$ cat src/hdl/rv_exec_pkg.sv
package rv_exec_pkg;

   // ---------------------------------------
   // Widths and basic types
   // ---------------------------------------
   localparam int XLEN = 64;

   typedef logic [XLEN-1:0] xlen_t;
   typedef logic [4:0]      reg_addr_t;
   typedef logic [31:0]     insn_t;

   localparam int SIZE_W = 2;  // Log2 of access size.

   // ---------------------------------------
   // Credits and queue sizing
   // ---------------------------------------
   localparam int INSN_CREDITS = 2;
   localparam int RES_CREDITS  = 4;

   localparam int QPTR_W    = $clog2(INSN_CREDITS);
   localparam int QCNT_W    = $clog2(INSN_CREDITS + 1);
   localparam int RES_CNT_W = $clog2(RES_CREDITS + 1);

   // ---------------------------------------
   // Major opcodes
   // ---------------------------------------
   localparam logic [6:0] OPC_LOAD      = 7'b0000011;
   localparam logic [6:0] OPC_STORE     = 7'b0100011;
   localparam logic [6:0] OPC_OP_IMM    = 7'b0010011;
   localparam logic [6:0] OPC_OP_IMM_32 = 7'b0011011;
   localparam logic [6:0] OPC_OP        = 7'b0110011;
   localparam logic [6:0] OPC_OP_32     = 7'b0111011;
   localparam logic [6:0] OPC_LUI       = 7'b0110111;
   localparam logic [6:0] OPC_AUIPC     = 7'b0010111;
   localparam logic [6:0] OPC_BRANCH    = 7'b1100011;
   localparam logic [6:0] OPC_JAL       = 7'b1101111;
   localparam logic [6:0] OPC_JALR      = 7'b1100111;

   // ---------------------------------------
   // Decoded control fields
   // ---------------------------------------
   typedef enum logic [3:0] {
      ADD,
      SUB,
      SLL,
      SLT,
      SLTU,
      XOR,
      SRL,
      SRA,
      OR,
      AND,
      PASS_B
   } alu_op_e;

   typedef enum logic [2:0] {
      EQ,
      NE,
      LT,
      GE,
      LTU,
      GEU
   } cmp_op_e;

   typedef enum logic [1:0] {RS1, PC, ZERO} op_a_sel_e;

   typedef enum logic {RS2, IMM} op_b_sel_e;

   typedef enum logic [2:0] {
      ALU,
      JUMP,
      BRANCH,
      LOAD,
      STORE,
      ILLEGAL
   } res_kind_e;

endpackage

$ cat src/hdl/rv_regfile.sv
`timescale 1ns/100ps

module rv_regfile import rv_exec_pkg::*; (
   input  logic      i_clk,
   input  logic      i_rst_n,
   input  reg_addr_t i_rs1,
   input  reg_addr_t i_rs2,
   output xlen_t     o_rs1_data,
   output xlen_t     o_rs2_data,
   input  logic      i_we,
   input  reg_addr_t i_rd,
   input  xlen_t     i_wdata
);

   xlen_t regs [32];

   // ---------------------------------------
   // Write port
   // ---------------------------------------
   always_ff @(posedge i_clk or negedge i_rst_n) begin
      if (!i_rst_n) begin
         for (int i = 0; i < 32; i++) begin
            regs[i] <= '0;
         end
      end else if (i_we && i_rd != 5'd0) begin
         regs[i_rd] <= i_wdata;
      end
   end

   // ---------------------------------------
   // Read ports
   // ---------------------------------------
   assign o_rs1_data = (i_rs1 == 5'd0) ? '0 : regs[i_rs1];  // x0 is hardwired.
   assign o_rs2_data = (i_rs2 == 5'd0) ? '0 : regs[i_rs2];

endmodule

$ cat config.mk
export PLATFORM = sky130hd
export DESIGN_NAME = rv_regfile
export DESIGN_NICKNAME = d
export VERILOG_FILES = /design/src/hdl/rv_exec_pkg.sv /design/src/hdl/rv_regfile.sv
export SDC_FILE = /design/constraint.sdc
export NUM_CORES = 2
export LEC_CHECK = 0
export BUFFER_PORTS_ARGS = -buffer_cell sky130_fd_sc_hd__buf_2
export CORE_MARGIN = 4
export CORE_UTILIZATION = 50
export CTS_CLUSTER_DIAMETER = 60
export DETAILED_ROUTE_END_ITERATION = 10
export GPL_TIMING_DRIVEN = 0
export PLACE_DENSITY = 0.66
export SLEW_MARGIN = 10
export SYNTH_ARGS = -nofsm -noshare
export SYNTH_HDL_FRONTEND = slang
export SYNTH_SLANG_ARGS = --single-unit
$ cat constraint.sdc
create_clock -name i_clk -period 5.95 [get_ports i_clk]
set_clock_uncertainty 0.05 [all_clocks]
set_input_delay 0.2975 -clock i_clk [delete_from_list [all_inputs] [get_ports i_clk]]
set_output_delay 0.2975 -clock i_clk [all_outputs]
set_load 0.005 [all_outputs]
# ---- Yosys cells after proc, flatten, opt, wreduce, memory -nomap -nowiden
# Cells that the tools add are included.
dict set report op_classes {
  addsub 0
  n_mul 0
  div_mod_pow 0
  order_cmp 4
  n_eq_ne 0
  shifts 0
  muxes 11
  n_bitwise 3
  reduce_logical 5
}
# cell count
set ops {}
lappend ops {{2048-bit bitwise mux} 1}
lappend ops {{64-bit binary-select mux with 5-bit select} 2}
lappend ops {{64-bit 2-to-1 mux} 7}
lappend ops {{64-bit demux with 5-bit select} 1}
lappend ops {{6-bit greater-or-equal comparator (second input constant)} 3}
lappend ops {{5-bit inverter with 6-bit output} 3}
lappend ops {{5-bit zero test} 2}
lappend ops {{6-bit by 1-bit < comparator with 1-bit output (second input constant)} 1}
lappend ops {{5-bit nonzero test} 1}
lappend ops {{1-bit logical AND} 2}
dict set report word_totals {
  regBits 2048
  latch_bits 0
  mem_bits_rw 0
  romBits 0
  inputBits 82
  out_inout_bits 128
  elab_cells 55
  memories 0
}

# ---- Logic depth before layout (Yosys ltp)
dict set report depth {
  ltp_word 6
  ltp_mapped 10
  ltp_nobuf 4
}

# ---- Worst setup path before layout
# OpenSTA, ideal clock, no wires.
dict set report synth_timing {
  kind {input -> output}
  start {input port i_rs2[0]}
  end {output port o_rs2_data[14]}
  arrival_time_ns 2.057
  required_time_ns 5.603
  path_slack_ns 3.546
  cell_stages 8
  n_path_buf 4
  path_cell_list {buf_2 buf_6 buf_2 buf_2 mux4_2 mux2i_1 o22ai_1 a31o_2}
}
dict set report synth_via {
  elab_chain_cells 5
  word_cells_on_any_way 6
  classes_between {4 x mux; 1 x bitwise; 1 x reduce/logical}
}
# item line_no
set synth_rtl {}
lappend synth_rtl {{from (decl)} rv_regfile.sv:7} ;# input reg_addr_t i_rs2,
lappend synth_rtl {{5-bit inverter with 6-bit output (implied by the code)} rv_regfile.sv:34} ;# assign o_rs2_data = (i_rs2 == 5'd0) ? '0 : regs[i_rs2];
lappend synth_rtl {{64-bit binary-select mux with 5-bit select} rv_regfile.sv:34}
lappend synth_rtl {{64-bit 2-to-1 mux (implied by the code) (2 in series)} rv_regfile.sv:34}
lappend synth_rtl {{64-bit 2-to-1 mux *} rv_regfile.sv:34}
lappend synth_rtl {{to (decl)} rv_regfile.sv:9} ;# output xlen_t o_rs2_data,
# Mark *: on every way between the ends. The rest lies on a longest branch, timed or not. The select of a mux whose other input is x is not followed.

# ---- Final worst setup path
dict set report layout_timing {
  start {input port i_rs1[2]}
  end {output port o_rs1_data[58]}
}
dict set report layout_via {
  elab_chain_cells 5
  word_cells_on_any_way 6
  classes_between {4 x mux; 1 x bitwise; 1 x reduce/logical}
}
# item line_no
set layout_rtl {}
lappend layout_rtl {{from (decl)} rv_regfile.sv:6} ;# input reg_addr_t i_rs1,
lappend layout_rtl {{5-bit inverter with 6-bit output (implied by the code)} rv_regfile.sv:33} ;# assign o_rs1_data = (i_rs1 == 5'd0) ? '0 : regs[i_rs1];
lappend layout_rtl {{64-bit binary-select mux with 5-bit select} rv_regfile.sv:33}
lappend layout_rtl {{64-bit 2-to-1 mux (implied by the code) (2 in series)} rv_regfile.sv:33}
lappend layout_rtl {{64-bit 2-to-1 mux *} rv_regfile.sv:33}
lappend layout_rtl {{to (decl)} rv_regfile.sv:8} ;# output xlen_t o_rs1_data,
# Marked as above.

==> impl_metrics.env <==
export IMPL_ant_nets=0
export IMPL_holdWs_ns=0.03101
export IMPL_relSlewSlack=-0.06272
export IMPL_slew_violations=47
export IMPL_grt_pass1_wl_um=666100
export IMPL_num_rows=170
export IMPL_layout_common_cells="dfrtp_1 (2048), mux2_2 (2008), mux4_2 (968)"
export IMPL_grt_most_used_layer="met2"
export IMPL_final_common_cell="dfrtp_1"
export IMPL_dp_hpwl_um=333600
export IMPL_p_sw_mw=12.70
export IMPL_cts_tree="done"
export IMPL_placed_area_um2=114700
export IMPL_portBuffers=201
export IMPL_cts_hold_buffers=69
export IMPL_clkTransAtPathRegs_ns=0.06
export IMPL_worst_r2r_setup_slack_ns=5.07
export IMPL_met3_usage=0.1956
export IMPL_vias=78710
export IMPL_fin_nets=7613
export IMPL_synth_nets=7045
export IMPL_root_buffer="clkbuf_16"
export IMPL_die_area_um2=224400
export IMPL_synth_compound_area_frac=0.02136
export IMPL_largest_reg_flops=2048
export IMPL_required_ns=5.60
export IMPL_synth_fa_ha_area_frac=0
export IMPL_worst_setup_path_type="in2out"
export IMPL_h_tree_depth=4
export IMPL_worst_pin_slew_ns=1.590
export IMPL_ys_seq_elements=2048
export IMPL_synthMuxAreaShare=0.4591
export IMPL_n_fill_cell=17100
export IMPL_largestRegisters="regs (2048)"
export IMPL_grt_max_degree=160
export IMPL_cts_max_path_buffers=3
export IMPL_power_density_nw_per_um2=348.2
export IMPL_die_height_um=473.7
export IMPL_clock_power_share=0.343
export IMPL_cts_buffers=227
export IMPL_yosys_area_share_simple=0.01409
export IMPL_pin_count=210
export IMPL_grt_ovfl_total=0
export IMPL_grtUsageMet2=0.6014
export IMPL_wl_um=499300
export IMPL_sequentialPowerShare=0.434
export IMPL_start_kind="input pin"
export IMPL_synthCells=6963
export IMPL_synth_edf_count=0
export IMPL_path_max_fanout=10
export IMPL_arrival_ns=5.44
export IMPL_drive_above_1_share=0.5292
export IMPL_clock_latency_ns=0.92
export IMPL_p_sw_frac=0.2958
export IMPL_drtPass1Iterations=8
export IMPL_hold_violations=0
export IMPL_synthFlopType="dfrtp_1"
export IMPL_drtIter0Drc=12140
export IMPL_first_global_vias=77140
export IMPL_die_w_um=473.7
export IMPL_endpoint_kind="output port"
export IMPL_post_cts_resized=0
export IMPL_avgSynthCellArea_um2=15.57
export IMPL_max_freq_ghz=0.1728
export IMPL_p_int_mw=30.22
export IMPL_cts_sinks=2048
export IMPL_syn_to_final_growth_pct=13.68
export IMPL_largest_register="regs"
export IMPL_antenna_found_initial=63
export IMPL_p_leak_nw=54.31
export IMPL_finalCriticalPeriod_ns=5.786
export IMPL_p_comb_frac=0.223
export IMPL_wl_per_cell_um=47.00
export IMPL_grtUsageMet1=0.5467
export IMPL_netlist_area_um2=108400
export IMPL_synth_top_family_by_area="multiplexers"
export IMPL_hold_class="in2reg"
export IMPL_ir_drop_mv=0.3677
export IMPL_initial_core_util=0.5037
export IMPL_status="complete, but fails checks"
export IMPL_grt_usage=0.4433
export IMPL_async_flop_share=1.000
export IMPL_synth_seq_area_share=0.4727
export IMPL_viasPerCell=7.410
export IMPL_drv_cap=6
export IMPL_yosysWarnings=0
export IMPL_synthXorXnorAreaFrac=0
export IMPL_setup_tns_ns=0
export IMPL_rsz0062_at_grt="no"
export IMPL_post_cts_buffers=0
export IMPL_violations="capacitance limit, slew limit"
export IMPL_design_area_um2=123300
export IMPL_synth_cell_type_count=48
export IMPL_core_area_um2=215300
export IMPL_drc=0
export IMPL_post_route_period_util=0.9724
export IMPL_finalWeightedCongestion=1.015
export IMPL_setup_viol=0
-- critical path, stage by stage --
cell and delay [ns]:
buf_2 0.12, buf_2 0.62, buf_2 0.95, buf_2 0.58
nand2_1 0.92, clkbuf_2 0.80, o221ai_1 0.82, buf_2 0.24
-- final timing paths --
check                                         end                    from  cells after the start
max in group asynchronous   regs[106]$_DFFE_PN0P_                 i_rst_n                      8
max                                o_rs1_data[58]                i_rs1[2]                      8
max reg2reg                regs[1484]$_DFFE_PN0P_  regs[1484]$_DFFE_PN0P_                      1
min                        regs[1088]$_DFFE_PN0P_                 i_rd[0]                      4
min in group asynchronous   regs[524]$_DFFE_PN0P_                 i_rst_n                      4
min reg2reg                regs[2020]$_DFFE_PN0P_  regs[2020]$_DFFE_PN0P_                      1
-- per-stage QoR --
step | cells | setup WS, ns | util | power [mW]
6_report | 10620 | 0.1643 | 0.5726 | 42.92
5_1_grt | 10580 | 0.6206 | 0.5721 | 44.00
3_5_place_dp | 10070 | 0.8048 | 0.5330 | 27.96
2_1_floorplan | 6963 | 3.546 | - | 24.39
3_3_place_gp | 10000 | -41.60 | 0.5249 | 27.50
4_1_cts | 10560 | 0.8037 | 0.5719 | 42.45
-- layout make-up --
| class | count | area [um^2] | area share |
|---|---|---|---|
| sequential | 2048 | 51250 | 0.4158 |
| clock buffer | 351 | 6842 | 0.05551 |
| timing repair buffer | 339 | 3211 | 0.02605 |
| buffer | 807 | 3695 | 0.02998 |
| antenna | 60 | 150.1 | 0.001218 |
| tap | 2838 | 3551 | 0.02881 |
| clock inverter | 72 | 818.3 | 0.006639 |
| multi-input combinational | 4108 | 53740 | 0.4360 |
-- cells by family after synthesis --
kind of cell	count (synthesis)
mux	3510
buf+inv	807
compound gates	328
flops	2048
simple gates	270
-- Yosys cell counts (5+ instances only) --
master,count,area [um^2]
o22ai_1,182,1139
dfrtp_1,2048,51250
a211oi_1,14,105.1
mux2_2,2008,22610
clkbuf_1,434,1629
o22a_1,17,148.9
and3_1,5,31.28
nor4_1,12,75.07
nor2_1,30,112.6
nand2_1,40,150.1
a21oi_1,13,65.06
mux2i_1,520,5205
buf_6,10,112.6
nor2b_1,39,244.0
a211o_1,13,113.9
and2_1,6,37.54
mux4_2,968,21800
a22o_1,11,96.34
nand3_1,9,45.04
a2111oi_0,9,78.83
buf_2,286,1431
a22oi_1,26,195.2
or2_1,71,444.2
a31o_2,13,113.9
nor3_1,17,85.08
buf_4,26,195.2
buf_1,51,191.4
o221ai_1,12,105.1
mux2_1,14,157.7
nand2b_1,14,87.58
-- power groups by stage --
stage | Clock, mW | Sequential (mW) | Combinational, mW
after global routing | 15.2 | 18.9 | 9.93
after CTS | 14.6 | 18.5 | 9.34
final | 14.7 | 18.6 | 9.57
after global placement | 0 | 18.5 | 8.97
after floorplan | 0 | 18.0 | 6.40
after detailed placement | 0 | 18.7 | 9.27
-- layer usage --
metal | part of all wire | wire, um
met1 | 0.35 | 175900
met2 | 0.41 | 204900
met3 | 0.14 | 69010
met4 | 0.097 | 48590
met5 | 0.0019 | 956
No activity file was read; power rests on OpenSTA's default activity.
