`config.mk`:
```
export PLATFORM = sky130hd
export DESIGN_NAME = rv_exec_ctrl_flat
export DESIGN_NICKNAME = d
export VERILOG_FILES = /design/src/hdl/rv_exec_pkg.sv /design/src/hdl/rv_dec_if.sv /design/src/hdl/rv_exec_ctrl.sv /design/src/flat_wrapper.sv
export SDC_FILE = /design/constraint.sdc
export NUM_CORES = 1
export LEC_CHECK = 0
export BUFFER_PORTS_ARGS = -buffer_cell sky130_fd_sc_hd__buf_2
export CAP_MARGIN = 30
export CELL_PAD_IN_SITES_DETAIL_PLACEMENT = 1
export CELL_PAD_IN_SITES_GLOBAL_PLACEMENT = 2
export CORE_AREA = 3 3 219 221
export CTS_CLUSTER_DIAMETER = 120
export DETAILED_ROUTE_END_ITERATION = 7
export DIE_AREA = 0 0 222 224
export PLACE_DENSITY_LB_ADDON = 0.3
export SYNTH_ARGS = -nofsm -noshare
export SYNTH_HDL_FRONTEND = slang
export SYNTH_SLANG_ARGS = --single-unit
export TNS_END_PERCENT = 20
```
`constraint.sdc`:
```
create_clock -name i_clk -period 17.5 [get_ports i_clk]
set_input_delay 2.625 -clock i_clk [delete_from_list [all_inputs] [get_ports i_clk]]
set_output_delay 2.625 -clock i_clk [all_outputs]
set_load 0.03 [all_outputs]
```
`src/hdl/rv_exec_pkg.sv`:
```
package rv_exec_pkg;

   // ---------------------------------------
   // Widths and basic types
   // ---------------------------------------
   localparam int XLEN = 64;

   typedef logic [XLEN-1:0] xlen_t;
   typedef logic [4:0]      reg_addr_t;
   typedef logic [31:0]     insn_t;

   localparam int SIZE_W = 2;  // Log2 of access size.

   // ---------------------------------------
   // Credits and queue sizing
   // ---------------------------------------
   localparam int INSN_CREDITS = 2;
   localparam int RES_CREDITS  = 4;

   localparam int QPTR_W    = $clog2(INSN_CREDITS);
   localparam int QCNT_W    = $clog2(INSN_CREDITS + 1);
   localparam int RES_CNT_W = $clog2(RES_CREDITS + 1);

   // ---------------------------------------
   // Major opcodes
   // ---------------------------------------
   localparam logic [6:0] OPC_LOAD      = 7'b0000011;
   localparam logic [6:0] OPC_STORE     = 7'b0100011;
   localparam logic [6:0] OPC_OP_IMM    = 7'b0010011;
   localparam logic [6:0] OPC_OP_IMM_32 = 7'b0011011;
   localparam logic [6:0] OPC_OP        = 7'b0110011;
   localparam logic [6:0] OPC_OP_32     = 7'b0111011;
   localparam logic [6:0] OPC_LUI       = 7'b0110111;
   localparam logic [6:0] OPC_AUIPC     = 7'b0010111;
   localparam logic [6:0] OPC_BRANCH    = 7'b1100011;
   localparam logic [6:0] OPC_JAL       = 7'b1101111;
   localparam logic [6:0] OPC_JALR      = 7'b1100111;

   // ---------------------------------------
   // Decoded control fields
   // ---------------------------------------
   typedef enum logic [3:0] {
      ADD,
      SUB,
      SLL,
      SLT,
      SLTU,
      XOR,
      SRL,
      SRA,
      OR,
      AND,
      PASS_B
   } alu_op_e;

   typedef enum logic [2:0] {
      EQ,
      NE,
      LT,
      GE,
      LTU,
      GEU
   } cmp_op_e;

   typedef enum logic [1:0] {RS1, PC, ZERO} op_a_sel_e;

   typedef enum logic {RS2, IMM} op_b_sel_e;

   typedef enum logic [2:0] {
      ALU,
      JUMP,
      BRANCH,
      LOAD,
      STORE,
      ILLEGAL
   } res_kind_e;

endpackage

```
`src/hdl/rv_dec_if.sv`:
```
`timescale 1ns/100ps

interface rv_dec_if import rv_exec_pkg::*; ();

   reg_addr_t         rs1;
   reg_addr_t         rs2;
   reg_addr_t         rd;
   xlen_t             imm;       // Sign-extended.
   alu_op_e           alu_op;
   cmp_op_e           cmp_op;
   op_a_sel_e         op_a_sel;
   op_b_sel_e         op_b_sel;
   logic              word;      // 32-bit W form.
   logic              rd_we;
   res_kind_e         kind;
   logic [SIZE_W-1:0] size;
   logic              sigext;    // Signed load.

   modport dec (
      output rs1, rs2, rd, imm, alu_op, cmp_op, op_a_sel, op_b_sel,
      output word, rd_we, kind, size, sigext
   );

   modport user (
      input rs1, rs2, rd, imm, alu_op, cmp_op, op_a_sel, op_b_sel,
      input word, rd_we, kind, size, sigext
   );

endinterface

```
`src/hdl/rv_exec_ctrl.sv`:
```
`timescale 1ns/100ps

module rv_exec_ctrl import rv_exec_pkg::*; (
   input  logic              i_clk,
   input  logic              i_rst_n,
   input  logic              i_insn_valid,
   input  insn_t             i_insn,
   input  xlen_t             i_pc,
   output logic              o_insn_credit,
   output insn_t             o_head_insn,
   output xlen_t             o_head_pc,
   rv_dec_if.user            dec,
   input  xlen_t             i_value,
   input  logic              i_taken,
   input  xlen_t             i_target,
   output logic              o_rf_we,
   input  logic              i_res_credit,
   output logic              o_res_valid,
   output res_kind_e         o_res_kind,
   output reg_addr_t         o_res_rd,
   output xlen_t             o_res_value,
   output logic              o_res_taken,
   output xlen_t             o_res_target,
   output logic [SIZE_W-1:0] o_res_size
);

   insn_t                q_insn [INSN_CREDITS];
   xlen_t                q_pc   [INSN_CREDITS];
   logic [QPTR_W-1:0]    wr_ptr;
   logic [QPTR_W-1:0]    rd_ptr;
   logic [QCNT_W-1:0]    q_cnt;
   logic [RES_CNT_W-1:0] res_cnt;
   logic                 issue;

   assign issue       = (q_cnt != '0) && (res_cnt != '0);
   assign o_head_insn = q_insn[rd_ptr];
   assign o_head_pc   = q_pc[rd_ptr];
   assign o_rf_we     = issue && dec.rd_we;  // Write lands on the issuing edge.

   // ---------------------------------------
   // Instruction queue
   // ---------------------------------------
   always_ff @(posedge i_clk) begin
      if (i_insn_valid) begin
         q_insn[wr_ptr] <= i_insn;
         q_pc[wr_ptr]   <= i_pc;
      end
   end

   always_ff @(posedge i_clk or negedge i_rst_n) begin
      if (!i_rst_n) begin
         wr_ptr  <= '0;
         rd_ptr  <= '0;
         q_cnt   <= '0;
         res_cnt <= RES_CNT_W'(RES_CREDITS);
      end else begin
         if (i_insn_valid)
            wr_ptr <= wr_ptr + QPTR_W'(1);
         if (issue)
            rd_ptr <= rd_ptr + QPTR_W'(1);
         q_cnt   <= q_cnt + QCNT_W'(i_insn_valid) - QCNT_W'(issue);
         res_cnt <= res_cnt + RES_CNT_W'(i_res_credit) - RES_CNT_W'(issue);
      end
   end

   // ---------------------------------------
   // Credit return and retire register
   // ---------------------------------------
   always_ff @(posedge i_clk or negedge i_rst_n) begin
      if (!i_rst_n) begin
         o_insn_credit <= 1'b0;
         o_res_valid   <= 1'b0;
      end else begin
         o_insn_credit <= issue;
         o_res_valid   <= issue;
      end
   end

   always_ff @(posedge i_clk) begin
      if (issue) begin
         o_res_kind   <= dec.kind;
         o_res_rd     <= dec.rd;
         o_res_value  <= i_value;
         o_res_taken  <= i_taken;
         o_res_target <= i_target;
         o_res_size   <= dec.size;
      end
   end

endmodule

```
`src/flat_wrapper.sv`:
```
// flat-port wrapper written by rule: the top's interface ports become plain ports
module rv_exec_ctrl_flat import rv_exec_pkg::*;
  (i_clk, i_rst_n, i_insn_valid, i_insn, i_pc, o_insn_credit, o_head_insn, o_head_pc, i_value, i_taken, i_target, o_rf_we, i_res_credit, o_res_valid, o_res_kind, o_res_rd, o_res_value, o_res_taken, o_res_target, o_res_size, dec_rs1, dec_rs2, dec_rd, dec_imm, dec_alu_op, dec_cmp_op, dec_op_a_sel, dec_op_b_sel, dec_word, dec_rd_we, dec_kind, dec_size, dec_sigext);
  rv_dec_if dec_i ();
  input  logic i_clk;
  input  logic i_rst_n;
  input  logic i_insn_valid;
  input  insn_t i_insn;
  input  xlen_t i_pc;
  output logic o_insn_credit;
  output insn_t o_head_insn;
  output xlen_t o_head_pc;
  input  xlen_t i_value;
  input  logic i_taken;
  input  xlen_t i_target;
  output logic o_rf_we;
  input  logic i_res_credit;
  output logic o_res_valid;
  output res_kind_e o_res_kind;
  output reg_addr_t o_res_rd;
  output xlen_t o_res_value;
  output logic o_res_taken;
  output xlen_t o_res_target;
  output logic [SIZE_W-1:0] o_res_size;
  input wire logic [$bits(dec_i.rs1)-1:0] dec_rs1;
  input wire logic [$bits(dec_i.rs2)-1:0] dec_rs2;
  input wire logic [$bits(dec_i.rd)-1:0] dec_rd;
  input wire logic [$bits(dec_i.imm)-1:0] dec_imm;
  input wire logic [$bits(dec_i.alu_op)-1:0] dec_alu_op;
  input wire logic [$bits(dec_i.cmp_op)-1:0] dec_cmp_op;
  input wire logic [$bits(dec_i.op_a_sel)-1:0] dec_op_a_sel;
  input wire logic [$bits(dec_i.op_b_sel)-1:0] dec_op_b_sel;
  input wire logic [$bits(dec_i.word)-1:0] dec_word;
  input wire logic [$bits(dec_i.rd_we)-1:0] dec_rd_we;
  input wire logic [$bits(dec_i.kind)-1:0] dec_kind;
  input wire logic [$bits(dec_i.size)-1:0] dec_size;
  input wire logic [$bits(dec_i.sigext)-1:0] dec_sigext;
  assign dec_i.rs1 = dec_rs1;
  assign dec_i.rs2 = dec_rs2;
  assign dec_i.rd = dec_rd;
  assign dec_i.imm = dec_imm;
  assign dec_i.alu_op = dec_alu_op;
  assign dec_i.cmp_op = dec_cmp_op;
  assign dec_i.op_a_sel = dec_op_a_sel;
  assign dec_i.op_b_sel = dec_op_b_sel;
  assign dec_i.word = dec_word;
  assign dec_i.rd_we = dec_rd_we;
  assign dec_i.kind = dec_kind;
  assign dec_i.size = dec_size;
  assign dec_i.sigext = dec_sigext;
  rv_exec_ctrl u_core (.i_clk(i_clk), .i_rst_n(i_rst_n), .i_insn_valid(i_insn_valid), .i_insn(i_insn), .i_pc(i_pc), .o_insn_credit(o_insn_credit), .o_head_insn(o_head_insn), .o_head_pc(o_head_pc), .dec(dec_i), .i_value(i_value), .i_taken(i_taken), .i_target(i_target), .o_rf_we(o_rf_we), .i_res_credit(i_res_credit), .o_res_valid(o_res_valid), .o_res_kind(o_res_kind), .o_res_rd(o_res_rd), .o_res_value(o_res_value), .o_res_taken(o_res_taken), .o_res_target(o_res_target), .o_res_size(o_res_size));
endmodule
```
Yosys cells after proc, flatten, opt, wreduce, memory -nomap -nowiden
Memory sizes are Yosys's and may differ from the RTL's.
Cells that the tools add are included.
- bits in registers: 147
- memory bits (writable): 192
- input port bits: 326
- memories: 2
- memories (name ; depth ; bits a word ; rd ports ; clocked after memory_dff ; wr ports ; line ; RTL):
    u_core.q_pc ; 2 ; 64 ; 1 ; 0 ; 1 ; rv_exec_ctrl.sv:28 ; xlen_t q_pc [INSN_CREDITS];
    u_core.q_insn ; 2 ; 32 ; 1 ; 0 ; 1 ; rv_exec_ctrl.sv:27 ; insn_t q_insn [INSN_CREDITS];
- add/sub/neg operators: 6
- muxes and demuxes: 2
- reductions and logical operators: 4
- operators with widths (operator ; count):
    adder 3 x 1 -> 3 bit ; 1
    nonzero test 3 bit ; 1
    subtractor 3 x 1 -> 3 bit ; 1
    adder 1 bit, second input constant ; 2
    adder 2 x 1 -> 2 bit ; 1
    logical AND 1 bit ; 2
    2-to-1 mux 1 bit ; 2
    nonzero test 2 bit ; 1
    subtractor 2 x 1 -> 2 bit ; 1

Logic depth before layout (Yosys ltp)
- depth in word-level cells: 3
- gate-level depth with buffers: 7

Worst setup path after synthesis
OpenSTA, ideal clock, no wires.
- path kind: flip-flop to output port
- start point: reg u_core.res_cnt[2]
- end point: out o_rf_we
- data arrival time: 7.262 ns
- required time: 14.875 ns
- slack: 7.613 ns
- cell stages (with the launch flop): 4
- path buffers: 0
- path through: dfstp_2 -> nor3_1 -> nor2_1 -> and2_1
- cells in the longest elaborated chain, start to end: 3
- RTL lines (item ; line ; RTL):
    start: declaration ; rv_exec_ctrl.sv:32 ; logic [RES_CNT_W-1:0] res_cnt;
    start signal: assignment ; rv_exec_ctrl.sv:55 ; res_cnt <= RES_CNT_W'(RES_CREDITS);
    start signal: assignment ; rv_exec_ctrl.sv:62 ; res_cnt <= res_cnt + RES_CNT_W'(i_res_credit) - RES_CNT_W'(issue);
    nonzero test 3 bit ; rv_exec_ctrl.sv:35 ; assign issue = (q_cnt != '0) && (res_cnt != '0);
    logical AND 1 bit ; rv_exec_ctrl.sv:35 ;
    named net u_core.issue ; rv_exec_ctrl.sv:33 ; logic issue;
    logical AND 1 bit ; rv_exec_ctrl.sv:38 ; assign o_rf_we = issue && dec.rd_we;
    end: declaration ; flat_wrapper.sv:16 ; output logic o_rf_we;
The timed path passes the listed nets, and every way through them passes these cells.

Final worst setup path
- start point: in dec_rd_we
- end point: out o_rf_we
- cells in the longest elaborated chain, start to end: 1
- RTL lines (item ; line ; RTL):
    start: declaration ; flat_wrapper.sv:34 ; input wire logic [$bits(dec_i.rd_we)-1:0] dec_rd_we;
    logical AND 1 bit ; rv_exec_ctrl.sv:38 ;
Every way passes these cells.

==> run_results.csv <==
group,metric,value,unit
timing,relSlewSlack,34.99,%
yosys,syn_nets,799,
yosys,synth_flop_cell,"edfxtp_1",
timing,fin_skew,17.58,ps
yosys,synth_common_cells,"331 x edfxtp_1, 66 x mux2_2, 30 x mux2_4",
critical_path,crit_path_top_delay_cell,"buf_2",
critical_path,worst-path-buf-inv,2,
timing,rsz0062_at_grt,"false",
placed_design,io_buffers,477,
clocking,insertion_delay,540,ps
yosys,ys_ff_latch,339,
power_and_ir_drop,power_density,203.8,mW/mm^2
clocking,clock-sinks,339,
clocking,clk_pin_slew,60,ps
global_route,gr-total-overflow,0,
job,cap_violations,0,
clocking,cts_setup_buffers,0,
drt,detail_route.iter0.violations,296,
critical_path,crit_family,"buffers and inverters",
drt,postRouteAntennaNets,0,
die,num_rows,79,
yosys,synthCells,470,
clocking,ctsHoldBuffers,0,
die,coreArea,0.04636,mm^2
global_route,antenna_found_initial,35,
die,initial_utilization,25.00,%
critical_path,path_common_cell,"buf_2",
worst_hold_path,min_path_type,"reg2reg",
critical_path,cp-end-kind,"output pin",
yosys,synth_warnings,0,
clocking,cts_root_buf,"clkbuf_16",
die,io_pins,564,
yosys,synthArstFlopShare,2.360,%
yosys,avgSynthCellArea,24.66,um^2
clocking,cts_resized,0,
timing,final_max_slew_viol_count,0,
drt,via_count,6581,
status,status,"complete, no violations",
placed_design,globalplace.congestion,0.8206,
yosys,yosysSeqAreaShare,87.50,%
timing,clock.fmax,0.1745,GHz
yosys,yosys.cell_count.top_type,"edfxtp_1",
drt,drcViolationCount,0,
drt,viasPerCell,4.037,
timing,period_needed,5730,ps
critical_path,worstPathRequired,14880,ps
yosys,yosys.area.top_type,"edfxtp_1",
timing,fin_ws,11770,ps
timing,setup_tns,0,ps
final_layout,n_fill_cell,4835,
global_route,first_global_vias,7205,
final_layout,regArea,0.01014,mm^2
global_route,grt_util_met3,8.007,%
critical_path,r2r_setup_slack,14680,ps
die,design.die.area,0.04973,mm^2
power_and_ir_drop,vdd_ir_drop_max,0.1352,mV
drt,firstDrtPassIters,4,
critical_path,crit_path_max_fanout,1,
drt,post_drt_wl_per_cell,21.93,um
timing,finalHoldViolCount,0,
die,fp.dieH,224,um
global_route,met1_usage,12.68,%
critical_path,crit_chain,"buf_2 > and2_1 > buf_2",
critical_path,cp-start-kind,"input pin",
timing,worst_pin_slew,975.2,ps
yosys,yosys-top-cells-area,"edfxtp_1 86%, mux2_2 6.4%, mux2_4 3.9%",
global_route,grtUsageTotal,13.88,%
clocking,cts_tree,"yes",
critical_path,slowest_delay,200,ps
global_route,grt_max_degree,75,
drt,wl,35.75,mm
global_route,grtUsageMet2,25.12,%
placed_design,dp_hpwl,27.01,mm
final_layout,fin_nets,1312,
yosys,syn_area,0.01159,mm^2
clocking,clockBufferDepth,3,
final_layout,stdcell_area,0.01592,mm^2
clocking,htreeDepth,2,
final_layout,drive_above_1_share,62.74,%
critical_path,path_class,"in2out",
die,dieWidth,222,um
placed_design,placed_area,0.01474,mm^2
global_route,top_usage_layer,"met2",
clocking,cts_buffers,39,
timing,period_share,32.75,%
final_layout,area_growth,37.40,%
yosys,synth_top_area_share,85.76,%
yosys,synth-edff-count,331,
placed_design,post-place-ws,11770,ps
critical_path,critPathArrivalTime,3110,ps
timing,setup_viol,0,
yosys,synth_cell_types,21,
final_layout,multiInputGateArea,0.001369,mm^2
power_and_ir_drop,p_leak,6.314,nW
global_route,grt_pass1_wl,49.61,mm
==> per-stage QoR <==
stage | cells | utilization, % | power [W] | hold WS [ps]
2_1_floorplan | 470 | - | 0.002158 | 455.5
3_3_place_gp | 1548 | 31.73 | 0.002537 | 489.1
3_5_place_dp | 1549 | 31.79 | 0.002551 | 499.6
4_1_cts | 1616 | 34.27 | 0.003319 | 516.1
5_1_grt | 1618 | 34.29 | 0.003395 | 527.0
6_report | 1630 | 34.35 | 0.003246 | 513.0
==> report_power, final <==
group	switching (W)	total (W)	internal [W]
Combinational	0.000882	0.00121	0.000324
Sequential	0.0000809	0.00129	0.00121
Clock	0.000314	0.000748	0.000435
==> layer usage <==
layer,vias up,wire (um)
li1,2927,-
met1,3168,10920
met2,340,18790
met3,110,4448
met4,36,1363
met5,-,237
==> state kept, by name (all words and copies together) (netlist names) <==
name and flops:
u_core.res_cnt 3, u_core.o_res_target 64, u_core.o_res_value 64, u_core.q_insn 64, u_core.o_res_rd 5, u_core.rd_ptr 1
u_core.o_res_size 2, u_core.wr_ptr 1, u_core.q_pc 128, u_core.o_res_kind 3, u_core.o_res_taken 1, u_core.q_cnt 2
u_core.o_insn_credit 1
==> final timing paths <==
check,start,end,depth (start not counted)
max,dec_rd_we,o_rf_we,3
min,u_core.res_cnt[2],u_core.res_cnt[2],1
max reg2reg,u_core.res_cnt[2],u_core.o_res_value[21],4
min reg2reg,u_core.res_cnt[2],u_core.res_cnt[2],1
max in group asynchronous,i_rst_n,u_core.res_cnt[2],1
min in group asynchronous,i_rst_n,u_core.wr_ptr,1
==> kinds of logic after synthesis <==
kind of cell	Yosys count	share of synthesized area [%]
DFF	339	87.50
AOI/OAI and AO/OA	2	0.08637
and+or+nand+nor	12	0.5074
buffers and inverters	13	0.8420
muxes	96	10.30
adders and majority gates	3	0.3886
xor gates and xnor gates	5	0.3779
==> cell type report <==
type / count / share of cell area (%)
Antenna cell: 14 / 0.2200
Clock buffer: 55 / 6.632
Clock inverter: 12 / 0.6050
Inverter: 1 / 0.02357
Multi-Input combinational cell: 118 / 8.596
Sequential cell: 339 / 63.71
Tap cell: 607 / 4.769
Timing Repair Buffer: 484 / 15.45
==> cells in the final DEF, fill, tap and decap left out <==
cell / instances
buf_2: 477
clkbuf_8: 2
clkbuf_16: 39
o21ai_0: 2
buf_4: 6
xnor2_1: 2
and2_1: 1
dfrtp_4: 1
dfstp_2: 1
clkbuf_1: 14
inv_6: 3
or3_1: 1
nor2_1: 2
nor3_1: 1
fa_1: 1
nand2_1: 3
clkinv_1: 5
inv_1: 1
diode_2: 14
nor2b_4: 1
clkinv_2: 1
mux2_4: 30
nor2_4: 1
edfxtp_1: 331
and2_4: 1
xor2_1: 3
clkinv_4: 1
ha_1: 2
bufinv_16: 1
mux2_2: 66
buf_16: 1
clkinvlp_4: 1
dfrtp_1: 6
nand2b_1: 1
Note: power is estimated with default switching activity, not from simulation.
