`src/hdl/rv_exec_pkg.sv`:
```
package rv_exec_pkg;

   // ---------------------------------------
   // Widths and basic types
   // ---------------------------------------
   localparam int XLEN = 64;

   typedef logic [XLEN-1:0] xlen_t;
   typedef logic [4:0]      reg_addr_t;
   typedef logic [31:0]     insn_t;

   localparam int SIZE_W = 2;  // Log2 of access size.

   // ---------------------------------------
   // Credits and queue sizing
   // ---------------------------------------
   localparam int INSN_CREDITS = 2;
   localparam int RES_CREDITS  = 4;

   localparam int QPTR_W    = $clog2(INSN_CREDITS);
   localparam int QCNT_W    = $clog2(INSN_CREDITS + 1);
   localparam int RES_CNT_W = $clog2(RES_CREDITS + 1);

   // ---------------------------------------
   // Major opcodes
   // ---------------------------------------
   localparam logic [6:0] OPC_LOAD      = 7'b0000011;
   localparam logic [6:0] OPC_STORE     = 7'b0100011;
   localparam logic [6:0] OPC_OP_IMM    = 7'b0010011;
   localparam logic [6:0] OPC_OP_IMM_32 = 7'b0011011;
   localparam logic [6:0] OPC_OP        = 7'b0110011;
   localparam logic [6:0] OPC_OP_32     = 7'b0111011;
   localparam logic [6:0] OPC_LUI       = 7'b0110111;
   localparam logic [6:0] OPC_AUIPC     = 7'b0010111;
   localparam logic [6:0] OPC_BRANCH    = 7'b1100011;
   localparam logic [6:0] OPC_JAL       = 7'b1101111;
   localparam logic [6:0] OPC_JALR      = 7'b1100111;

   // ---------------------------------------
   // Decoded control fields
   // ---------------------------------------
   typedef enum logic [3:0] {
      ADD,
      SUB,
      SLL,
      SLT,
      SLTU,
      XOR,
      SRL,
      SRA,
      OR,
      AND,
      PASS_B
   } alu_op_e;

   typedef enum logic [2:0] {
      EQ,
      NE,
      LT,
      GE,
      LTU,
      GEU
   } cmp_op_e;

   typedef enum logic [1:0] {RS1, PC, ZERO} op_a_sel_e;

   typedef enum logic {RS2, IMM} op_b_sel_e;

   typedef enum logic [2:0] {
      ALU,
      JUMP,
      BRANCH,
      LOAD,
      STORE,
      ILLEGAL
   } res_kind_e;

endpackage

```
`src/hdl/rv_dec_if.sv`:
```
`timescale 1ns/100ps

interface rv_dec_if import rv_exec_pkg::*; ();

   reg_addr_t         rs1;
   reg_addr_t         rs2;
   reg_addr_t         rd;
   xlen_t             imm;       // Sign-extended.
   alu_op_e           alu_op;
   cmp_op_e           cmp_op;
   op_a_sel_e         op_a_sel;
   op_b_sel_e         op_b_sel;
   logic              word;      // 32-bit W form.
   logic              rd_we;
   res_kind_e         kind;
   logic [SIZE_W-1:0] size;
   logic              sigext;    // Signed load.

   modport dec (
      output rs1, rs2, rd, imm, alu_op, cmp_op, op_a_sel, op_b_sel,
      output word, rd_we, kind, size, sigext
   );

   modport user (
      input rs1, rs2, rd, imm, alu_op, cmp_op, op_a_sel, op_b_sel,
      input word, rd_we, kind, size, sigext
   );

endinterface

```
`src/hdl/rv_idu.sv`:
```
`timescale 1ns/100ps

module rv_idu import rv_exec_pkg::*; (
   input  insn_t    i_insn,
   rv_dec_if.dec    dec
);

   logic [6:0] opcode;
   logic [2:0] funct3;
   logic [6:0] funct7;
   reg_addr_t  rd;
   xlen_t      imm_i;
   xlen_t      imm_s;
   xlen_t      imm_b;
   xlen_t      imm_u;
   xlen_t      imm_j;
   res_kind_e  kind;

   function automatic alu_op_e alu_f3(input logic [2:0] f3, input logic alt);
      case (f3)
         3'b000:  return alt ? SUB : ADD;
         3'b001:  return SLL;
         3'b010:  return SLT;
         3'b011:  return SLTU;
         3'b100:  return XOR;
         3'b101:  return alt ? SRA : SRL;
         3'b110:  return OR;
         default: return AND;
      endcase
   endfunction

   assign opcode = i_insn[6:0];
   assign funct3 = i_insn[14:12];
   assign funct7 = i_insn[31:25];
   assign rd     = i_insn[11:7];

   assign dec.rs1 = i_insn[19:15];
   assign dec.rs2 = i_insn[24:20];
   assign dec.rd  = rd;

   // ---------------------------------------
   // Immediate formats
   // ---------------------------------------
   assign imm_i = {{(XLEN-12){i_insn[31]}}, i_insn[31:20]};
   assign imm_s = {{(XLEN-12){i_insn[31]}}, i_insn[31:25], i_insn[11:7]};
   assign imm_b = {{(XLEN-13){i_insn[31]}}, i_insn[31], i_insn[7], i_insn[30:25],
                   i_insn[11:8], 1'b0};
   assign imm_u = {{(XLEN-32){i_insn[31]}}, i_insn[31:12], 12'd0};
   assign imm_j = {{(XLEN-21){i_insn[31]}}, i_insn[31], i_insn[19:12], i_insn[20],
                   i_insn[30:21], 1'b0};

   // ---------------------------------------
   // Opcode decode
   // ---------------------------------------
   always_comb begin
      kind         = ILLEGAL;
      dec.imm      = imm_i;
      dec.alu_op   = ADD;
      dec.cmp_op   = EQ;
      dec.op_a_sel = RS1;
      dec.op_b_sel = IMM;
      dec.word     = 1'b0;
      dec.size     = funct3[1:0];
      dec.sigext   = 1'b0;
      case (opcode)
         OPC_OP_IMM: begin
            dec.alu_op = alu_f3(funct3, funct3 == 3'b101 && i_insn[30]);
            if (funct3 == 3'b001)
               kind = (i_insn[31:26] == 6'd0) ? ALU : ILLEGAL;
            else if (funct3 == 3'b101)
               kind = (i_insn[31:26] == 6'd0 || i_insn[31:26] == 6'b010000) ? ALU : ILLEGAL;
            else
               kind = ALU;
         end
         OPC_OP_IMM_32: begin
            dec.word   = 1'b1;
            dec.alu_op = alu_f3(funct3, funct3 == 3'b101 && i_insn[30]);
            if (funct3 == 3'b000)
               kind = ALU;
            else if (funct3 == 3'b001 || funct3 == 3'b101)
               kind = (funct7 == 7'd0 || (funct3 == 3'b101 && funct7 == 7'b0100000)) ?
                      ALU : ILLEGAL;
         end
         OPC_OP, OPC_OP_32: begin
            dec.word     = (opcode == OPC_OP_32);
            dec.op_b_sel = RS2;
            dec.alu_op   = alu_f3(funct3, funct7[5]);
            if ((opcode == OPC_OP || funct3 == 3'b000 || funct3 == 3'b001 || funct3 == 3'b101) &&
                (funct7 == 7'd0 ||
                 (funct7 == 7'b0100000 && (funct3 == 3'b000 || funct3 == 3'b101))))
               kind = ALU;
         end
         OPC_LUI: begin
            kind         = ALU;
            dec.imm      = imm_u;
            dec.op_a_sel = ZERO;
            dec.alu_op   = PASS_B;
         end
         OPC_AUIPC: begin
            kind         = ALU;
            dec.imm      = imm_u;
            dec.op_a_sel = PC;
         end
         OPC_JAL: begin
            kind         = JUMP;
            dec.imm      = imm_j;
            dec.op_a_sel = PC;
         end
         OPC_JALR: begin
            if (funct3 == 3'b000)
               kind = JUMP;
         end
         OPC_BRANCH: begin
            dec.imm      = imm_b;
            dec.op_a_sel = PC;
            case (funct3)
               3'b000:  dec.cmp_op = EQ;
               3'b001:  dec.cmp_op = NE;
               3'b100:  dec.cmp_op = LT;
               3'b101:  dec.cmp_op = GE;
               3'b110:  dec.cmp_op = LTU;
               default: dec.cmp_op = GEU;
            endcase
            if (funct3[2:1] != 2'b01)
               kind = BRANCH;
         end
         OPC_LOAD: begin
            dec.sigext = ~funct3[2];  // LBU, LHU, LWU zero-extend.
            if (funct3 != 3'b111)
               kind = LOAD;
         end
         OPC_STORE: begin
            dec.imm = imm_s;
            if (!funct3[2])
               kind = STORE;
         end
         default: kind = ILLEGAL;
      endcase
   end

   assign dec.kind  = kind;
   assign dec.rd_we = (kind == ALU || kind == JUMP) && (rd != 5'd0);

endmodule

```
`src/flat_wrapper.sv`:
```
// flat-port wrapper written by rule: the top's interface ports become plain ports
module rv_idu_flat import rv_exec_pkg::*;
  (i_insn, dec_rs1, dec_rs2, dec_rd, dec_imm, dec_alu_op, dec_cmp_op, dec_op_a_sel, dec_op_b_sel, dec_word, dec_rd_we, dec_kind, dec_size, dec_sigext);
  rv_dec_if dec_i ();
  input  insn_t i_insn;
  output wire logic [$bits(dec_i.rs1)-1:0] dec_rs1;
  output wire logic [$bits(dec_i.rs2)-1:0] dec_rs2;
  output wire logic [$bits(dec_i.rd)-1:0] dec_rd;
  output wire logic [$bits(dec_i.imm)-1:0] dec_imm;
  output wire logic [$bits(dec_i.alu_op)-1:0] dec_alu_op;
  output wire logic [$bits(dec_i.cmp_op)-1:0] dec_cmp_op;
  output wire logic [$bits(dec_i.op_a_sel)-1:0] dec_op_a_sel;
  output wire logic [$bits(dec_i.op_b_sel)-1:0] dec_op_b_sel;
  output wire logic [$bits(dec_i.word)-1:0] dec_word;
  output wire logic [$bits(dec_i.rd_we)-1:0] dec_rd_we;
  output wire logic [$bits(dec_i.kind)-1:0] dec_kind;
  output wire logic [$bits(dec_i.size)-1:0] dec_size;
  output wire logic [$bits(dec_i.sigext)-1:0] dec_sigext;
  assign dec_rs1 = dec_i.rs1;
  assign dec_rs2 = dec_i.rs2;
  assign dec_rd = dec_i.rd;
  assign dec_imm = dec_i.imm;
  assign dec_alu_op = dec_i.alu_op;
  assign dec_cmp_op = dec_i.cmp_op;
  assign dec_op_a_sel = dec_i.op_a_sel;
  assign dec_op_b_sel = dec_i.op_b_sel;
  assign dec_word = dec_i.word;
  assign dec_rd_we = dec_i.rd_we;
  assign dec_kind = dec_i.kind;
  assign dec_size = dec_i.size;
  assign dec_sigext = dec_i.sigext;
  rv_idu u_core (.i_insn(i_insn), .dec(dec_i));
endmodule
```
`config.mk`:
```
export PLATFORM = sky130hd
export DESIGN_NAME = rv_idu_flat
export DESIGN_NICKNAME = d
export VERILOG_FILES = /design/src/hdl/rv_exec_pkg.sv /design/src/hdl/rv_dec_if.sv /design/src/hdl/rv_idu.sv /design/src/flat_wrapper.sv
export SDC_FILE = /design/constraint.sdc
export NUM_CORES = 1
export LEC_CHECK = 0
export ABC_CLOCK_PERIOD_IN_PS = 3100
export BUFFER_PORTS_ARGS = -buffer_cell sky130_fd_sc_hd__buf_2
export CAP_MARGIN = 20
export CORE_MARGIN = 3
export CORE_UTILIZATION = 30
export DETAILED_ROUTE_END_ITERATION = 16
export PLACE_DENSITY = 0.7
export RECOVER_POWER = 25
export SETUP_SLACK_MARGIN = 0.2
export SLEW_MARGIN = 20
export SYNTH_ARGS = -nofsm -noshare
export SYNTH_HDL_FRONTEND = slang
export SYNTH_SLANG_ARGS = --single-unit
```
`constraint.sdc`:
```
create_clock -name vclk -period 3.1
set_input_delay 0.31 -clock vclk [all_inputs]
set_output_delay 0.31 -clock vclk [all_outputs]
set_load 0.02 [all_outputs]
```
Yosys cells after proc, flatten, opt, wreduce, memory -nomap -nowiden
Cells that the tools add are included.

word-level totals
  register bits = 0
  latch bits = 0
  bits in writable memories = 0
  ROM bits = 0
  input bits = 32
  logic and storage cells = 73
  memories = 0

cells by class
  $add $sub $neg = 0
  multiply operators = 0
  divide/modulo/power cells = 0
  $lt $le $gt $ge = 0
  equal/unequal tests = 22
  shifts and indexed selects = 0
  multiplexer cells = 27
  bitwise gates (word level) = 1
  reductions and logical operators = 23

operators by type and width
  operator                                                          count
  31-bit one-hot mux with 4 select lines                            1
  4-bit one-hot mux with 7 select lines                             2
  3-bit two-way mux                                                 12
  7-bit by 6-bit == test with 1-bit output (second input constant)  5
  3-bit one-hot mux with 9 select lines                             1
  7-bit by 5-bit == test with 1-bit output (second input constant)  3
  7-bit == test (second input constant)                             3
  3-bit one-hot mux with 5 select lines                             1
  4-bit one-hot mux with 3 select lines                             1
  3-bit == test (second input constant)                             3
  1-bit logical OR                                                  9
  7-bit by 2-bit == test with 1-bit output (second input constant)  1
  7-bit zero test                                                   1
  1-bit two-way mux                                                 7
  3-bit by 1-bit == test with 1-bit output (second input constant)  2
  3-bit by 2-bit == test with 1-bit output (second input constant)  2
  6-bit by 5-bit == test with 1-bit output (second input constant)  1
  3-bit zero test                                                   2
  6-bit zero test                                                   1
  2-bit OR reduction                                                3
  1-bit logical AND                                                 5
  5-bit nonzero test                                                1
  2-bit one-hot mux with 2 select lines                             1
  3-bit != test (second input constant)                             1
  4 further kinds                                                   4

Depth between registers and ports, before layout
Gate-level depths: netlist (run 1).

  depth in word-level cells = 10
  depth in mapped cells = 7

Worst setup path after synthesis (run 1)
Ideal clock, no wire load.

  path kind = input to output
  start = input i_insn[6]
  end = output dec_kind[0]
  arrival = 1.895 ns
  path slack = 0.895 ns
  stages on the path = 6
  path buffers = 1
  cell sequence = buf_4 > nand2b_1 > nor4_1 > o211ai_1 > nand4_1 > a311o_1

on the way
  longest elaborated chain between the ends = 7
  elaborated cells on any way between the ends = 19
  those cells by class = eq/ne: 11; mux: 2; reduce/logical: 6

RTL lines
  what                                      line                        text
  start, declared                           flat_wrapper.sv:5           input insn_t i_insn;
  7-bit by 6-bit == test with 1-bit output  rv_idu.sv:65, rv_idu.sv:88
  1-bit logical OR (3 in series)            rv_idu.sv:88                if ((opcode == OPC_OP || funct3 == 3'b000 || funct3 == 3'b001 || funct3 == 3'b101) &&
  1-bit logical AND                         rv_idu.sv:88
  3-bit two-way mux                         rv_idu.sv:88
  3-bit one-hot mux with 9 select lines *   rv_idu.sv:65                case (opcode)
  end, declared                             flat_wrapper.sv:16          output wire logic [$bits(dec_i.kind)-1:0] dec_kind;

Mark *: on every way between the ends. The rest lies on a longest branch, timed or not.

Final worst setup path (run 1)
  start = input i_insn[31]
  end = output dec_kind[0]

on the way
  longest elaborated chain between the ends = 7
  elaborated cells on any way between the ends = 19
  those cells by class = eq/ne: 2; mux: 9; reduce/logical: 8

RTL lines
  what                                      line                        text
  7-bit by 6-bit == test with 1-bit output  rv_idu.sv:81, rv_idu.sv:90
  1-bit logical AND                         rv_idu.sv:81                kind = (funct7 == 7'd0 || (funct3 == 3'b101 && funct7 == 7'b0100000)) ?
  1-bit logical OR                          rv_idu.sv:81
  3-bit two-way mux                         rv_idu.sv:81
  3-bit two-way mux                         rv_idu.sv:80                else if (funct3 == 3'b001 || funct3 == 3'b101)
  3-bit two-way mux                         rv_idu.sv:78                if (funct3 == 3'b000)
  3-bit one-hot mux with 9 select lines *   rv_idu.sv:65

Marks and branches as above.

==> impl_metrics.ini, run 1 <==
[outcome]
outcome = complete, no violations

[grt]
antenna_found_initial = 0
grt_pass1_vias = 1221
grt-ovfl-total = 0
grtUsageTotal = 0.138
grt_max_degree = 38
grt_pass1_wl_mm = 6.02

[floorplanning]
fp-row-count = 23
dieHeight_um = 71.3
dieArea_um2 = 5080
die_w_um = 71.3
start_util = 0.315
fp.coreArea_um2 = 4060
io_pins = 129

[power]
ir_drop_mv = 0.0688
leakage_nw = 0.874
powerDensity_nw_per_um2 = 165
power_mw = 0.249

[synth]
synth_area_leaders = buf_4 31%, a21o_1 12%, nor2_1 4.7%, nor2b_1 2.9%, a22o_1 2.7%
syn-num-nets = 220
yosys_warnings = 0
yosysTopAreaCellShare = 0.305
ys_seq_area_frac = 0
syn_area_per_cell_um2 = 6.80
syn-instance-count = 188
syn_area_um2 = 1280
synth_cell_type_count = 48
synth.largest_area_cell = buf_4

[setup_path]
cpPeakStageDelay_ps = 440
required_ps = 2790
end_kind = output pin
cpMaxStageDelayCell = nor4_1
crit_chain = clkbuf_1 -> nor4_1 -> a311oi_1 -> o21ai_0 -> nand4_1 -> a311o_1 -> buf_2
critical-path-top-delay-family = compound AO/OA/AOI/OAI gates
cp.arrival_ps = 2140
worst-path-max-fanout = 37
crit_type = in2out
critPathLaunchType = primary input
critPathBufInv = 2

[job]
cap_viol_max_count = 0

[cells_and_area]
drive_above_1_share = 0.467
post-route-util = 0.372
regArea_um2 = 0
nClkBuffers = 0
seq_cell_count = 0
mostFrequentLayoutCell = buf_2
nFillCells = 452
mostFrequentLayoutCells = 108 x buf_2, 21 x a21o_1, 21 x clkbuf_1, 16 x nor2_1, 9 x nand2_1
insertedDiodeCount = 0
final_cells = 305
syn2layout_area_growth_pct = 18.0
fin_nets = 289
multiInputGateArea_um2 = 801

[sta]
fin_crit_ps = 2450
setup_viol = 0
slew_viol_final = 0
clock.fmax_mhz = 409
finalSetupTns_ps = 0
rsz0062_at_grt = no
relSlewSlack = 0.320
worst_pin_slew_ps = 1020
finalCritPeriodShare = 0.789
final_hold_viol_count = 0

[placed_design]
placed_cells = 305
place_congestion = 0.898
io_buffer_count = 129
post-dp-hpwl_mm = 3.24

[route]
routed_wl_mm = 3.94
first_iter_violations = 142
via_count = 1498
route.detailed.drc = 0
viasPerCell = 4.91
firstDrtPassIters = 4
ant_nets = 0
wl_per_cell_um = 12.9

[min_path]
min_path_type = in2out

[clocking]
cts_hold_buf = 0
postCtsResizedCells = 0
post_cts_buffers = 0
## cell type report
class	count	share of cell area
Multi-Input combinational cell	120	0.531
Timing Repair Buffer	130	0.415
Tap cell	50	0.0415
Inverter	5	0.0124
## synth_stat cells (2+ instances only)
master / n
nand2b_1: 5
a21boi_0: 2
clkbuf_1: 2
inv_1: 4
o21ai_0: 6
nor2_1: 16
a21o_1: 21
and2b_2: 2
nor4_1: 4
nand2_1: 9
nand3_1: 3
buf_4: 52
nor2b_1: 6
buf_1: 2
nand3b_1: 2
buf_6: 3
buf_2: 4
o211ai_1: 2
nor3_1: 4
and3_1: 3
a21oi_1: 4
and2_1: 2
a22o_1: 4
a32oi_1: 2
## report_power, final
group | leakage, nW | switching (mW) | internal, mW
clock | 0 | 0 | 0
sequential | 0 | 0 | 0
combinational | 0.874 | 0.165 | 0.0836
## final timing paths
| check | cells after the start | endpoint | from | slack [ps] |
|---|---|---|---|---|
| worst max-delay path | 7 | dec_kind[0] | i_insn[31] | 650 |
| worst min-delay path | 2 | dec_rs1[3] | i_insn[18] | 880 |
## cells by family after synthesis
group	Yosys count	synth area share
buf+inv	68	0.374
simple gates	67	0.308
compound gates	51	0.293
mux	2	0.0254
## metrics by stage
step | hold slack (ps) | area, um2 | worst slack (ps)
floorplan | 733 | 1280 | 895
global placement | 852 | 1540 | 851
detailed placement | 853 | 1540 | 788
CTS | 854 | 1540 | 794
global route | 886 | 1510 | 339
finish | 880 | 1510 | 655
## per-layer routing
metal,share of wire,up-vias,global-route usage
li1,-,756,-
met1,0.42,637,0.197
met2,0.47,103,0.243
met3,0.12,2,0.00982
met4,0.0010,0,0
met5,0,-,0
Note: power is estimated with default switching activity, not from simulation.
==> run 2, diff against run 1 <==
- ABC_CLOCK_PERIOD_IN_PS: 3100 -> 2550
- clock period: 3.1 -> 2.55 ns (I/O delays scaled with it)
==> run 2 against run 1 <==
  * Combinational power rose by 22%
  * Global-route usage rose by 0.55 points
  * Via count rose by 0.73%
  * Cell area rose by 0.58%
  * Core utilization rose by 0.22 points
  * Final cell count rose by 0.66%
  * Worst setup slack got worse by 270 ps
  * Worst hold slack got worse by 110 ps
  * Routed wire length rose by 1.6%
  * Count of clock-buffer cells in the layout did not move
  * Non-clock buffer count rose by 2
  * First-iteration DRC count fell by 41%
==> impl_metrics.ini, run 2 (synthesis gave the netlist of run 1 again) <==
[clocking]
cts_hold_buf = 0
post_cts_buffers = 0
postCtsResizedCells = 0

[grt]
use_met2 = 0.248
grt_max_degree = 32
met3_usage = 0.0210
antenna_found_initial = 0
gr-usage-met1 = 0.198
gr-max-usage-layer = met2
grt_pass1_vias = 1300
grtUsageTotal = 0.144
grt_pass1_wl_mm = 6.27
grt-ovfl-total = 0

[cells_and_area]
drive_above_1_share = 0.459
insertedDiodeCount = 0
nFillCells = 468
mostFrequentLayoutCells = 106 x buf_2, 24 x clkbuf_1, 21 x a21o_1, 16 x nor2_1, 9 x nand2_1
seq_cell_count = 0
fin_nets = 291
final_area_um2 = 1520
nClkBuffers = 0
mostFrequentLayoutCell = buf_2
syn2layout_area_growth_pct = 18.7
post-route-util = 0.374
regArea_um2 = 0
multiInputGateArea_um2 = 801

[min_path]
holdCritStartpoint = i_insn[18]
hold-path-endpoint = dec_rs1[3]
min_path_type = in2out
holdPathStages = 2

[floorplanning]
dieArea_um2 = 5080
fp-row-count = 23
fp.coreArea_um2 = 4060
die_w_um = 71.3
start_util = 0.315
dieHeight_um = 71.3
io_pins = 129

[sta]
final_hold_viol_count = 0
setup_viol = 0
slew_viol_final = 0
relSlewSlack = 0.459
holdWs_ps = 770
finalCritPeriodShare = 0.850
rsz0062_at_grt = no
worst_pin_slew_ps = 812
clock.fmax_mhz = 461
finalSetupTns_ps = 0
fin_crit_ps = 2170

[outcome]
outcome = complete, no violations

[power]
p_int_mw = 0.102
p_seq_frac = 0
ir_drop_mv = 0.0871
pwr-share-clk = 0
leakage_nw = 0.876
p_sw_frac = 0.664
powerDensity_nw_per_um2 = 200
power_mw = 0.303
p_sw_mw = 0.201
pwr-share-comb = 1.000

[setup_path]
critPathLaunchType = primary input
crit_path_start = i_insn[5]
end_kind = output pin
required_ps = 2300
worst-path-max-fanout = 12
crit_type = in2out
cp.arrival_ps = 1910

[route]
wl_per_cell_um = 13.1
viasPerCell = 4.92
ant_nets = 0
firstDrtPassIters = 4
routed_wl_mm = 4.01
first_iter_violations = 84
route.detailed.drc = 0
via_count = 1509

[placed_design]
placed_cell_area_um2 = 1550
post-dp-hpwl_mm = 3.32
place_congestion = 0.888
io_buffer_count = 129

[job]
cap_viol_max_count = 0
-- run 2: cell count changes in the layout (fill, tap and decap cells not counted), sizes merged --
cell,change
buf,-1
clkbuf,+3
-- run 2: metal layers --
layer,vias up,part of all wire
li1,754,-
met1,658,0.41
met4,0,0
met3,0,0.12
met2,97,0.47
met5,-,0
-- run 2: worst max-delay path: stages --
cell and delay, ps:
buf_2 200, and3b_1 370, mux2i_4 120, nor3b_4 430
nor2b_2 170, a21o_1 200, buf_2 150
-- run 2: final cells by class --
class / count / share of cell area
multi-input cells: 120 / 0.528
repair buffers: 132 / 0.419
well taps: 50 / 0.0412
inverters: 5 / 0.0124
-- run 2: worst max-delay path by stage --
stage                     slack, ps     endpoint  cells after the start
final                           380  dec_imm[11]                      7
after global routing            270  dec_imm[30]                      6
after CTS                       360  dec_imm[11]                      7
after detailed placement        370  dec_imm[11]                      7
after global placement          420  dec_imm[11]                      7
after floorplan                 460  dec_kind[0]                      6
-- run 2: power by group through the flow --
stage                     Combinational [mW]  Sequential (mW)  Clock (mW)
final                                  0.303                0           0
after global routing                   0.329                0           0
after detailed placement               0.310                0           0
after floorplan                        0.249                0           0
after CTS                              0.311                0           0
after global placement                 0.309                0           0
-- run 2: metrics by stage --
stage,setup WS [ps],std cells
finish,382,307
global route,266,307
global placement,416,307
floorplan,455,188
detailed placement,368,307
CTS,363,307
